`src/source/mm_pkg.sv`:
```
// shared types for the outer-product matrix kernel
// matrix side is fixed here because every packed beat and row type is sized by it
// lane values are signed, accumulators wrap modulo 2^ACC_W
package mm_pkg;

  // ====================
  // sizes
  // ====================

  // lanes per beat, also the side of C
  localparam int MATRIX_DIM = 4;
  // one element of A or B
  localparam int LANE_W = 16;
  // one accumulator, one element of C
  localparam int ACC_W = 32;
  // products per job
  localparam int PROD_CNT_W = 8;

  // ====================
  // input side
  // ====================

  // single signed element
  typedef logic signed [LANE_W-1:0] lane_t;

  // one column of A or one row of B, lane 0 in the low bits
  typedef lane_t [MATRIX_DIM-1:0] lane_vec_t;

  // raw beat as it arrives at the kernel
  typedef struct packed {
    lane_vec_t a_col;
    lane_vec_t b_row;
    logic      last;
  } mm_beat_t;

  // load overwrites the accumulators, acc adds into them
  typedef enum logic {
    MM_OP_LOAD = 1'b0,
    MM_OP_ACC  = 1'b1
  } mm_op_e;

  // beat after decode, tagged with its opcode
  typedef struct packed {
    mm_op_e    op;
    lane_vec_t a_col;
    lane_vec_t b_row;
    logic      last;
  } mm_step_t;

  // ====================
  // output side
  // ====================

  // one row of C, column 0 in the low bits
  typedef logic [MATRIX_DIM-1:0][ACC_W-1:0] c_row_t;

  // full C matrix, row 0 in the low bits
  typedef c_row_t [MATRIX_DIM-1:0] c_mat_t;

endpackage

```
`src/source/mm_kernel_ctrl.sv`:
```
// a rising edge of i_ap_start opens a job of i_num_products products
// a count of 0 runs one product; start edges during a job are ignored
`timescale 1ns/1ps

module mm_kernel_ctrl import mm_pkg::*; (
  input  logic                  ap_clk,
  input  logic                  areset,
  input  logic                  i_ap_start,
  input  logic [PROD_CNT_W-1:0] i_num_products,
  input  logic                  i_row_last,
  output logic                  o_run_active,
  output logic                  o_ap_idle,
  output logic                  o_ap_done
);

  typedef enum logic {
    ST_IDLE = 1'b0,
    ST_RUN  = 1'b1
  } ctrl_state_e;

  ctrl_state_e           state_q;
  logic                  start_q;
  logic                  start_pulse;
  logic [PROD_CNT_W-1:0] prod_target_q;
  logic [PROD_CNT_W-1:0] prod_done_q;
  logic                  final_row;

  // ====================
  // start edge
  // ====================

  // level in, one-cycle pulse out
  assign start_pulse = i_ap_start & ~start_q;

  // last row of the final product of this job
  assign final_row = i_row_last &&
                     (prod_done_q == prod_target_q - PROD_CNT_W'(1));

  always_ff @(posedge ap_clk) begin
    if (areset) begin
      start_q       <= 1'b0;
      state_q       <= ST_IDLE;
      prod_target_q <= PROD_CNT_W'(1);
      prod_done_q   <= '0;
    end else begin
      start_q <= i_ap_start;
      case (state_q)
        ST_IDLE: begin
          if (start_pulse) begin
            state_q     <= ST_RUN;
            prod_done_q <= '0;
            // zero products behaves as one
            prod_target_q <= (i_num_products == '0) ? PROD_CNT_W'(1) : i_num_products;
          end
        end
        default: begin
          // one finished product per last row
          if (final_row) begin
            state_q <= ST_IDLE;
          end else if (i_row_last) begin
            prod_done_q <= prod_done_q + PROD_CNT_W'(1);
          end
        end
      endcase
    end
  end

  assign o_run_active = (state_q == ST_RUN);
  assign o_ap_idle    = (state_q == ST_IDLE);
  // done shares its cycle with the last row
  assign o_ap_done    = (state_q == ST_RUN) && final_row;

  // finished products stay below the job target while a job runs
  a_count_in_range : assert property (@(posedge ap_clk) disable iff (areset)
    o_run_active |-> (prod_done_q < prod_target_q));

  a_no_done_in_idle : assert property (@(posedge ap_clk) disable iff (areset)
    o_ap_done |-> !o_ap_idle ##1 o_ap_idle);

endmodule

```
`config.mk`:
```
export PLATFORM = sky130hd
export DESIGN_NAME = mm_kernel_ctrl
export DESIGN_NICKNAME = d
export VERILOG_FILES = /design/src/source/mm_pkg.sv /design/src/source/mm_kernel_ctrl.sv
export SDC_FILE = /design/constraint.sdc
export NUM_CORES = 1
export LEC_CHECK = 0
export BUFFER_PORTS_ARGS = -buffer_cell sky130_fd_sc_hd__buf_2
export CORE_ASPECT_RATIO = 1.5
export CORE_UTILIZATION = 35
export CTS_CLUSTER_DIAMETER = 30
export DETAILED_ROUTE_END_ITERATION = 10
export GPL_ROUTABILITY_DRIVEN = 0
export MAX_ROUTING_LAYER = met4
export PLACE_DENSITY = 0.54
export SETUP_SLACK_MARGIN = 0.02
export SYNTH_ARGS = -nofsm -noshare
export SYNTH_HDL_FRONTEND = slang
export SYNTH_SLANG_ARGS = --single-unit
```
`constraint.sdc`:
```
create_clock -name ap_clk -period 2.58 [get_ports ap_clk]
set_input_delay 0.258 -clock ap_clk [delete_from_list [all_inputs] [get_ports ap_clk]]
set_output_delay 0.258 -clock ap_clk [all_outputs]
set_load 0.02 [all_outputs]
```
## Word-level counts from Yosys, hierarchy flattened

Cells that the tools add are included.

| storage, ports and cells | value |
|---|---|
| register bits after elaboration | 18 |
| bits of input ports | 12 |
| output and inout port bits | 3 |
| word-level logic and storage cells | 26 |

| cells by class | value |
|---|---|
| add/subtract/negate cells | 2 |
| eq/ne operators | 3 |
| multiplexer cells | 8 |
| bitwise operators | 3 |
| reductions and logical operators | 6 |

Operators with widths:

| operator | number |
|---|---|
| $mux 8 | 5 |
| $add 8x1->8 const B | 1 |
| $eq 8x8->1 | 1 |
| $logic_not 8->1 | 1 |
| $sub 8x1->8 const B | 1 |
| $ne 2x2->1 const B | 2 |
| $mux 1 | 3 |
| $reduce_and 3->1 | 1 |
| $logic_and 1x1->1 | 2 |
| $not 1->1 | 2 |
| $reduce_and 2->1 | 1 |
| $reduce_bool 2->1 | 1 |
| $and 1x1->1 | 1 |

## Depth between registers and ports, before layout

Gate-level depths: netlist (run 1).

| depth | value |
|---|---|
| depth after elaboration | 5 |
| mapped depth | 8 |
| gate-level depth less buffers | 8 |

## Worst setup path before layout (run 1)

OpenSTA, ideal clock, no wires.

| path | value |
|---|---|
| kind | register to output |
| start point | register prod_target_q[0] |
| end point | output port o_ap_done |
| data arrival time | 2,015 ps |
| required time | 2,322 ps |
| slack | 307 ps |
| stages on the path, launching flop included | 6 |
| path buffers | 0 |
| path through | dfxtp_1 -> or4_1 -> or3_1 -> a2111oi_0 -> nand2_1 -> a21oi_1 |

| between the ends | value |
|---|---|
| word-level cells in the longest chain between the ends | 4 |

Ends and longest elaborated chain:

| item | RTL line | RTL |
|---|---|---|
| start, declared | mm_kernel_ctrl.sv:24 | `logic [PROD_CNT_W-1:0] prod_target_q;` |
| start signal, assigned | mm_kernel_ctrl.sv:53 | `prod_target_q <= (i_num_products == '0) ? PROD_CNT_W'(1) : i_num_products;` |
| $sub 8x1->8 | mm_kernel_ctrl.sv:37 | `(prod_done_q == prod_target_q - PROD_CNT_W'(1));` |
| $eq 8x8->1 | mm_kernel_ctrl.sv:37 |  |
| $logic_and 1x1->1 | mm_kernel_ctrl.sv:36 | `assign final_row = i_row_last &&` |
| $logic_and 1x1->1 | mm_kernel_ctrl.sv:71 | `assign o_ap_done = (state_q == ST_RUN) && final_row;` |
| end, declared | mm_kernel_ctrl.sv:13 | `output logic o_ap_done` |

Every way passes these cells.

## Worst setup path after layout (run 1)

Same ends and word-level chain as after synthesis.

==> results.sh, run 1 <==
export IMPL_finalWorstSetupSlack_ps=107
export IMPL_hold_violations=0
export IMPL_cp_slowest_stage_delay_ps=540
export IMPL_antenna_left=0
export IMPL_r2r_start="prod_target_q[0]$_SDFFE_PP1P_"
export IMPL_cts_sinks=18
export IMPL_ctsHoldBuffers=0
export IMPL_synth_area_leaders="dfxtp_1 (37%), a22o_1 (4.4%), xnor2_1 (4.4%), a21oi_1 (4.1%), mux2i_1 (4.1%)"
export IMPL_r2r_slack_ps=140
export IMPL_cp_top_family="simple AND/OR/NAND/NOR gates"
export IMPL_leakage_nw=0.506
export IMPL_grt_max_degree=12
export IMPL_status="completed"
export IMPL_antenna_found_initial=0
export IMPL_synth_most_common_cell="dfxtp_1"
export IMPL_clock_path_buffers=2
export IMPL_seq_area_frac_synth=0.366
export IMPL_powerDensity_nw_per_um2=544
export IMPL_finalSetupTns_ps=0
export IMPL_finalCritPeriodShare=0.959
export IMPL_drt_iter0_drc=15
export IMPL_root_buffer="clkbuf_8"
export IMPL_rows=23
export IMPL_synthFlopType="dfxtp_1"
export IMPL_first_global_vias=964
export IMPL_rsz0062_at_grt="no"
export IMPL_path_buf_inv=1
export IMPL_cts_buffers_inserted=3
export IMPL_die_height_um=67.0
export IMPL_vias_per_cell=5.50
export IMPL_wl_mm=2.48
export IMPL_pre_cts_ws_ps=203
export IMPL_dr_pass1_iters=4
export IMPL_maxCapViolations=0
export IMPL_min_path_type="in -> reg"
export IMPL_cp_data_required_time_ps=2320
export IMPL_path_class="reg -> out"
export IMPL_r2r_cells=6
export IMPL_area_delta_synth_final_pct=21.7
export IMPL_hold_start="i_num_products[2]"
export IMPL_yosysTopAreaCell="dfxtp_1"
export IMPL_fin_crit_ps=2470
export IMPL_nets=148
export IMPL_ys_ff_latch=18
export IMPL_remaining_drc_errors=0
export IMPL_path_max_fanout=5
export IMPL_drive_gt1_frac=0.241
export IMPL_synth_edf_count=0
export IMPL_worst_slew_pin_slew_ps=758
export IMPL_path_cells="or4_4, or3_4, a2111oi_4, nand2_1, a21oi_2, buf_4"
export IMPL_critPathArrivalTime_ps=2220
export IMPL_ir_drop_uv=335
export IMPL_syn_area_sq_um=985
export IMPL_io_pins=15
export IMPL_finalSetupViolations=0
export IMPL_start_util=0.368
export IMPL_wl_per_cell_um=14.6
export IMPL_clock_latency_ps=250
export IMPL_path_clk_slew_ps=70
export IMPL_rr_endpoint="prod_done_q[7]$_SDFFE_PP0P_"
export IMPL_cp_slowest_cell="or4_4"
export IMPL_core_area_sq_um=2680
export IMPL_min_to="prod_target_q[2]$_SDFFE_PP0P_"
export IMPL_synthTopCellsByCount="dfxtp_1 (18), a21oi_1 (8), nand2_1 (8)"
export IMPL_htreeDepth=1
export IMPL_syn_avg_cell_area_sq_um=8.49
export IMPL_ys_async_sr_fraction=0
export IMPL_slew_headroom=0.493
export IMPL_vias=935
export IMPL_fmax_ghz=0.404
export IMPL_clock_skew_ps=3.62
export IMPL_synth_nets=130
export IMPL_holdPathStages=3
export IMPL_die_width_um=45.3
export IMPL_ys_types=32
export IMPL_synth_top_cell_area_share=0.366
export IMPL_ys_warn_count=0
export IMPL_grt_pass1_wl_mm=4.10
export IMPL_cp_end_kind="output pin"
export IMPL_hpwl_mm=1.93
export IMPL_grt_ovfl_total=0
export IMPL_timing_final_max_slew_violations=0
export IMPL_die_area_sq_um=3030
export IMPL_portBuffers=14
export IMPL_worstSetupStartpointType="flop"
export IMPL_postSynthCellCount=116
export IMPL_num_antenna_cells=0
export IMPL_grt_util_all_layers=0.193
export IMPL_fillers=271
export IMPL_tritoncts="yes"
[power by group]
group	switching [mW]	internal, mW
sequential	0.0134	0.290
combinational	0.0707	0.0503
clock	0.0929	0.136
total	0.177	0.475
[how the worst max path moves through the flow]
stage | startpoint | endpoint | slack, ps | cells past startpoint
6_report | prod_target_q[0]$_SDFFE_PP1P_ | o_ap_done | 110 | 6
5_1_grt | prod_target_q[0]$_SDFFE_PP1P_ | prod_done_q[7]$_SDFFE_PP0P_ | 30 | 6
3_3_place_gp | prod_target_q[0]$_SDFFE_PP1P_ | o_ap_done | 260 | 6
3_5_place_dp | prod_target_q[0]$_SDFFE_PP1P_ | prod_done_q[5]$_SDFFE_PP0P_ | 200 | 6
4_1_cts | prod_target_q[0]$_SDFFE_PP1P_ | o_ap_done | 20 | 6
2_1_floorplan | prod_target_q[0]$_SDFFE_PP1P_ | o_ap_done | 310 | 5
[cell families after synthesis]
kind of cell / count (synthesis) / share of synthesized area
AOI/OAI and AO/OA: 30 / 0.216
xor gates and xnor gates: 9 / 0.0800
adders and majority gates: 2 / 0.0254
and+or+nand+nor: 44 / 0.238
muxes: 4 / 0.0407
DFF: 18 / 0.366
buffers and inverters: 9 / 0.0343
[cell type report]
class / count / area (sq um) / share of cell area
multi-input cells: 89 / 622 / 0.519
flip-flops and latches: 18 / 362 / 0.302
repair buffers: 17 / 95.1 / 0.0793
clock buffers: 4 / 55.1 / 0.0459
well taps: 37 / 46.3 / 0.0386
inverters: 5 / 18.8 / 0.0157
[routing by layer]
| layer | track usage | wire length (um) | vias to the layer above |
|---|---|---|---|
| li1 | - | - | 468 |
| met1 | 0.190 | 1010 | 435 |
| met2 | 0.322 | 1290 | 22 |
| met3 | 0.0434 | 76 | 10 |
| met4 | 0.136 | 104 | 0 |
| met5 | - | 0 | - |
[worst min-delay path: stages]
cell	delay (ps)
buf_2	90
nand2_1	40
o21ai_0	50
[metrics by stage]
step / cells / utilization / hold WS, ps / total power, mW / instance area, sq um
floorplan: 116 / - / 367 / 0.381 / 985
global placement: 166 / 0.414 / 477 / 0.418 / 1110
detailed placement: 166 / 0.414 / 485 / 0.419 / 1110
CTS: 170 / 0.440 / 219 / 0.652 / 1180
global route: 170 / 0.448 / 238 / 0.683 / 1200
finish: 170 / 0.448 / 218 / 0.652 / 1200
[registers in the layout (all words and copies together) (netlist names)]
signal / count
prod_done_q: 8
prod_target_q: 8
o_run_active: 1
start_q: 1
[cell usage in the layout, fill, tap and decap left out, types with 3 or more instances in the layout]
cell | Yosys | final
or3_1 | 4 | 3
o21ai_0 | 4 | 4
xor2_1 | 4 | 4
clkbuf_8 | 0 | 4
dfxtp_1 | 18 | 17
buf_2 | 0 | 13
nand4_1 | 4 | 4
and3_1 | 4 | 4
nand2_1 | 8 | 8
nor2_1 | 7 | 7
buf_4 | 0 | 4
nand3_1 | 4 | 4
xnor2_1 | 5 | 5
inv_1 | 5 | 5
a31o_2 | 3 | 3
nor3_1 | 4 | 4
a22o_1 | 5 | 5
mux2i_1 | 4 | 4
a21oi_1 | 8 | 7
[timing repair]
action | CTS | global route
endpoints found under the hold margin | 0 | 0
setup buffers | 0 | 0
gates resized for setup | 5 | 3
setup endpoints to repair | 1 | 4
pin swaps | 0 | 2
cloned | 0 | 0
(Power assumes the default switching activity.)
==> inputs of run 2 (changes only) <==
--- a/config.mk
+++ b/config.mk
@@ -13,6 +13,7 @@
 export GPL_ROUTABILITY_DRIVEN = 0
 export MAX_ROUTING_LAYER = met4
 export PLACE_DENSITY = 0.54
+export REMOVE_ABC_BUFFERS = 1
 export SETUP_SLACK_MARGIN = 0.02
 export SYNTH_ARGS = -nofsm -noshare
 export SYNTH_HDL_FRONTEND = slang
==> results.sh, run 2 (synthesis gave the netlist of run 1 again) <==
export IMPL_status="completed"
export IMPL_remaining_drc_errors=0
export IMPL_final_area_sq_um=1180
export IMPL_layout_common_cells="dfxtp_1 (16), buf_2 (13), nand2_1 (8)"
export IMPL_fin_crit_ps=2480
export IMPL_area_delta_synth_final_pct=20.3
export IMPL_clock_skew_ps=1.21
export IMPL_rsz0062_at_grt="yes"
export IMPL_critPathArrivalTime_ps=2220
export IMPL_powerDensity_nw_per_um2=548
export IMPL_timing_final_max_slew_violations=0
export IMPL_antenna_found_initial=0
export IMPL_dr_pass1_iters=4
export IMPL_largest_registers="prod_done_q: 8 flops, prod_target_q: 8 flops"
export IMPL_cts_buffers_inserted=3
export IMPL_tritoncts="yes"
export IMPL_pre_cts_ws_ps=232
export IMPL_layout_commonest_cell="dfxtp_1"
export IMPL_clock_latency_ps=250
export IMPL_hold_ws_ps=228
export IMPL_worst_slew_pin_slew_ps=724
export IMPL_vias_per_cell=5.58
export IMPL_placed_cell_area_sq_um=1090
export IMPL_postCtsSetupRepairBufs=0
export IMPL_nets=146
export IMPL_clock_path_buffers=2
export IMPL_htreeDepth=1
export IMPL_die_height_um=67.0
export IMPL_portBuffers=14
export IMPL_first_global_vias=956
export IMPL_finalPower_uw=650
export IMPL_cp_end_kind="output pin"
export IMPL_drt_iter0_drc=42
export IMPL_rows=23
export IMPL_finalSetupTns_ps=0
export IMPL_cts_sinks=18
export IMPL_antenna_left=0
export IMPL_start_util=0.368
export IMPL_finalWorstSetupSlack_ps=103
export IMPL_vias=938
export IMPL_path_clk_slew_ps=70
export IMPL_die_area_sq_um=3030
export IMPL_num_antenna_cells=0
export IMPL_io_pins=15
export IMPL_grt_pass1_wl_mm=4.22
export IMPL_hold_violations=0
export IMPL_min_path_type="in -> reg"
export IMPL_root_buffer="clkbuf_8"
export IMPL_finalSetupViolations=0
export IMPL_hpwl_mm=1.89
export IMPL_grt_ovfl_total=0
export IMPL_path_class="reg -> out"
export IMPL_core_area_sq_um=2680
export IMPL_slew_headroom=0.515
export IMPL_drive_gt1_frac=0.237
export IMPL_die_width_um=45.3
export IMPL_cp_data_required_time_ps=2320
export IMPL_worstSetupStartpointType="flop"
export IMPL_wl_mm=2.47
export IMPL_path_max_fanout=5
export IMPL_fmax_ghz=0.404
export IMPL_finalCritPeriodShare=0.960
export IMPL_leakage_nw=0.495
export IMPL_maxCapViolations=0
export IMPL_grt_max_degree=12
export IMPL_ir_drop_uv=264
export IMPL_r2r_slack_ps=130
export IMPL_wl_per_cell_um=14.7
export IMPL_grt_util_all_layers=0.198
==> run 2: cell count changes in the layout (fill, tap and decap cells not counted) <==
cell | before | now
buf_4 | 4 | 2
dfxtp_1 | 17 | 16
dfxtp_2 | 1 | 2
==> run 2: report_power, final <==
group          total [mW]  internal [mW]  switching (mW)
combinational       0.114         0.0479          0.0662
sequential          0.305          0.290          0.0158
clock               0.230          0.135          0.0948
==> run 2: worst max-delay path, cell delays in order, from the launching register on <==
cell	delay [ps]
dfxtp_2	350
or4_4	530
or3_4	400
a2111oi_4	340
nand2_1	110
a21oi_2	100
buf_4	140
==> run 2: area by class of cell <==
| class | instances | area (sq um) |
|---|---|---|
| fillers | 278 | 1490 |
| multi-input cells | 89 | 622 |
| flip-flops and latches | 18 | 363 |
| repair buffers | 15 | 80.1 |
| clock buffers | 4 | 55.1 |
| well taps | 37 | 46.3 |
| inverters | 5 | 18.8 |
==> run 2: per-stage QoR <==
stage,instances,utilization
after CTS,168,0.432
after floorplan,112,-
final,168,0.443
after detailed placement,164,0.409
after global routing,168,0.443
after global placement,164,0.409
==> run 2: worst paths after layout <==
check	from	endpoint	cells after the start
max	prod_target_q[0]$_SDFFE_PP1P_	o_ap_done	6
min	i_num_products[2]	prod_target_q[2]$_SDFFE_PP0P_	3
max reg2reg	prod_target_q[0]$_SDFFE_PP1P_	prod_done_q[7]$_SDFFE_PP0P_	6
min reg2reg	prod_done_q[7]$_SDFFE_PP0P_	prod_done_q[7]$_SDFFE_PP0P_	2
==> run 2: routing by layer <==
layer  track usage  share of wire  wire (um)  vias to the layer above
met5             -              0          0                        -
met4         0.140          0.049        121                        0
met3        0.0244          0.052        129                       10
met2         0.321           0.51       1250                       33
met1         0.218           0.39        971                      433
li1              -              -          -                      462
==> run 2: what timing repair did <==
| item | 4_1_cts | 5_1_grt |
|---|---|---|
| hold buffers | 0 | 0 |
| setup endpoints to repair | 1 | 1 |
| resized for setup | 2 | 7 |
| pin swaps | 0 | 1 |
==> inputs of run 3 (changes only) <==
--- a/config.mk
+++ b/config.mk
@@ -5,6 +5,7 @@
 export SDC_FILE = /design/constraint.sdc
 export NUM_CORES = 1
 export LEC_CHECK = 0
+export ABC_AREA = 1
 export BUFFER_PORTS_ARGS = -buffer_cell sky130_fd_sc_hd__buf_2
 export CORE_ASPECT_RATIO = 1.5
 export CORE_UTILIZATION = 35
@@ -12,7 +13,7 @@
 export DETAILED_ROUTE_END_ITERATION = 10
 export GPL_ROUTABILITY_DRIVEN = 0
 export MAX_ROUTING_LAYER = met4
-export PLACE_DENSITY = 0.54
+export PLACE_DENSITY = 0.53
 export REMOVE_ABC_BUFFERS = 1
 export SETUP_SLACK_MARGIN = 0.02
 export SYNTH_ARGS = -nofsm -noshare
==> results.sh, run 3 <==
export IMPL_status="completed"
export IMPL_synthFlopType="dfxtp_1"
export IMPL_vias=1046
export IMPL_cts_sinks=18
export IMPL_drive_gt1_frac=0.126
export IMPL_grt_max_degree=13
export IMPL_cts_buffers_inserted=3
export IMPL_layout_commonest_cell="nand2_1"
export IMPL_timing_final_max_slew_violations=0
export IMPL_post_cts_resized_instances=0
export IMPL_cp_end_kind="output pin"
export IMPL_pwr_share_seq=0.466
export IMPL_hpwl_mm=1.98
export IMPL_die_width_um=47.6
export IMPL_finalCritPeriodShare=0.847
export IMPL_cp_slowest_cell="dfxtp_1"
export IMPL_path_class="reg -> out"
export IMPL_r2r_cells=12
export IMPL_antenna_left=0
export IMPL_first_global_vias=964
export IMPL_io_pins=15
export IMPL_syn_area_sq_um=1090
export IMPL_p_clk_frac=0.351
export IMPL_ys_ff_latch=18
export IMPL_die_height_um=70.4
export IMPL_final_area_sq_um=1250
export IMPL_dr_pass1_iters=4
export IMPL_start_util=0.371
export IMPL_path_cells="inv_1, ha_1, nand2_1, nor2_1, nand2_1, nand3_1, nand2_1, nor2_2, nand2_2, inv_1, buf_2"
export IMPL_synth_area_leaders="dfxtp_1 (33%), nand2_1 (16%), nor2_1 (7.6%), inv_1 (7.2%), nand3_1 (6.4%)"
export IMPL_grt_util_all_layers=0.177
export IMPL_seq_area_frac_synth=0.330
export IMPL_vias_per_cell=4.71
export IMPL_root_buffer="clkbuf_8"
export IMPL_synth_edf_count=0
export IMPL_syn_avg_cell_area_sq_um=6.50
export IMPL_path_buf_inv=3
export IMPL_die_area_sq_um=3350
export IMPL_drt_iter0_drc=21
export IMPL_tritoncts="yes"
export IMPL_synthTopCellsByCount="nand2_1 (46), nor2_1 (22), inv_1 (21)"
export IMPL_finalWorstSetupSlack_ps=395
export IMPL_ys_async_sr_fraction=0
export IMPL_finalSetupTns_ps=0
export IMPL_placed_cell_area_sq_um=1190
export IMPL_switching_share=0.283
export IMPL_ir_drop_uv=372
export IMPL_clock_skew_ps=4.60
export IMPL_finalPower_uw=661
export IMPL_yosysTopAreaCell="dfxtp_1"
export IMPL_wl_per_cell_um=11.1
export IMPL_fin_crit_ps=2190
export IMPL_antenna_found_initial=0
export IMPL_postCtsSetupRepairBufs=0
export IMPL_portBuffers=14
export IMPL_clock_path_buffers=2
export IMPL_htreeDepth=1
export IMPL_worstSetupStartpointType="flop"
export IMPL_ys_types=26
export IMPL_clock_latency_ps=250
export IMPL_cp_slowest_stage_delay_ps=310
export IMPL_path_depth=11
export IMPL_maxCapViolations=0
export IMPL_slew_headroom=0.742
export IMPL_cp_top_family="simple AND/OR/NAND/NOR gates"
export IMPL_critPathMostFrequentCell="nand2_1"
export IMPL_hold_ws_ps=236
export IMPL_largest_registers="prod_done_q: 8 flops, prod_target_q: 8 flops"
export IMPL_wl_mm=2.47
export IMPL_holdPathStages=3
export IMPL_worst_slew_pin_slew_ps=387
export IMPL_nets=198
export IMPL_ctsHoldBuffers=0
export IMPL_pre_cts_ws_ps=660
export IMPL_pwr_share_comb=0.183
export IMPL_synth_most_common_cell="nand2_1"
export IMPL_path_max_fanout=12
export IMPL_path_clk_slew_ps=70
export IMPL_synth_top_cell_area_share=0.330
export IMPL_num_antenna_cells=0
export IMPL_rsz0062_at_grt="no"
export IMPL_layout_common_cells="nand2_1 (46), nor2_1 (22), inv_1 (21)"
export IMPL_fmax_ghz=0.458
export IMPL_cp_data_required_time_ps=2320
export IMPL_finalSetupViolations=0
export IMPL_grt_ovfl_total=0
export IMPL_core_area_sq_um=2940
export IMPL_grt_pass1_wl_mm=4.25
export IMPL_hold_violations=0
export IMPL_leakage_nw=0.562
export IMPL_ys_warn_count=0
export IMPL_remaining_drc_errors=0
export IMPL_min_path_type="in -> reg"
export IMPL_rows=24
export IMPL_area_delta_synth_final_pct=14.2
export IMPL_internal_power_uw=474
export IMPL_postSynthCellCount=168
export IMPL_critPathArrivalTime_ps=1930
export IMPL_powerDensity_nw_per_um2=530
export IMPL_power_net_switching_uw=187
[run 3: cell count changes after synthesis, sizes merged, moves of 4 or more]
| cell | before | now |
|---|---|---|
| and3 | 4 | 0 |
| inv | 5 | 21 |
| mux2i | 4 | 0 |
| nand2 | 8 | 48 |
| nand3 | 4 | 15 |
| nand4 | 4 | 0 |
| nor2 | 7 | 24 |
| or3 | 4 | 0 |
[run 3: power by group through the flow]
stage | Clock, mW | Sequential, mW | Combinational [mW]
6_report | 0.232 | 0.308 | 0.121
5_1_grt | 0.251 | 0.310 | 0.140
4_1_cts | 0.243 | 0.308 | 0.123
3_5_place_dp | 0 | 0.314 | 0.123
3_3_place_gp | 0 | 0.314 | 0.122
2_1_floorplan | 0 | 0.312 | 0.0895
[run 3: tightest hold or removal path: stages]
cell and delay, ps:
buf_2 80, inv_1 50, nor2_1 70
[run 3: path summary, 6_finish.rpt]
kind	start	to	slack [ps]
max	prod_target_q[0]$_SDFFE_PP1P_	o_ap_done	390
min	i_ap_start	start_q$_SDFF_PP0_	240
max reg2reg	prod_target_q[0]$_SDFFE_PP1P_	prod_done_q[3]$_SDFFE_PP0P_	760
min reg2reg	prod_target_q[7]$_SDFFE_PP0P_	prod_target_q[7]$_SDFFE_PP0P_	530
[run 3: routing by layer]
layer	vias up	part of all wire	wire (um)	GRT usage
met5	-	0	0	-
met4	0	0.0089	22	0.0556
met3	2	0.019	46	0.0233
met2	16	0.53	1310	0.286
met1	459	0.44	1080	0.220
li1	569	-	-	-
[run 3: layout make-up]
class,count,area (sq um)
Timing Repair Buffer,14,70.1
Multi-Input combinational cell,125,631
Clock buffer,4,55.1
Tap cell,39,48.8
Inverter,22,82.6
Fill cell,334,1700
Sequential cell,18,360
[run 3: metrics by stage]
stage | util | cells
global placement | 0.405 | 218
detailed placement | 0.405 | 218
global route | 0.424 | 222
floorplan | - | 165
finish | 0.424 | 222
CTS | 0.424 | 222
[run 3: cell families after synthesis]
| kind of cell | after synthesis | synth area share |
|---|---|---|
| XOR/XNOR | 7 | 0.0561 |
| AND/OR/NAND/NOR | 95 | 0.377 |
| flip-flops | 18 | 0.330 |
| buffers and inverters | 25 | 0.0928 |
| adder cells (fa/ha/maj) | 2 | 0.0229 |
| AO/OA/AOI/OAI | 21 | 0.121 |
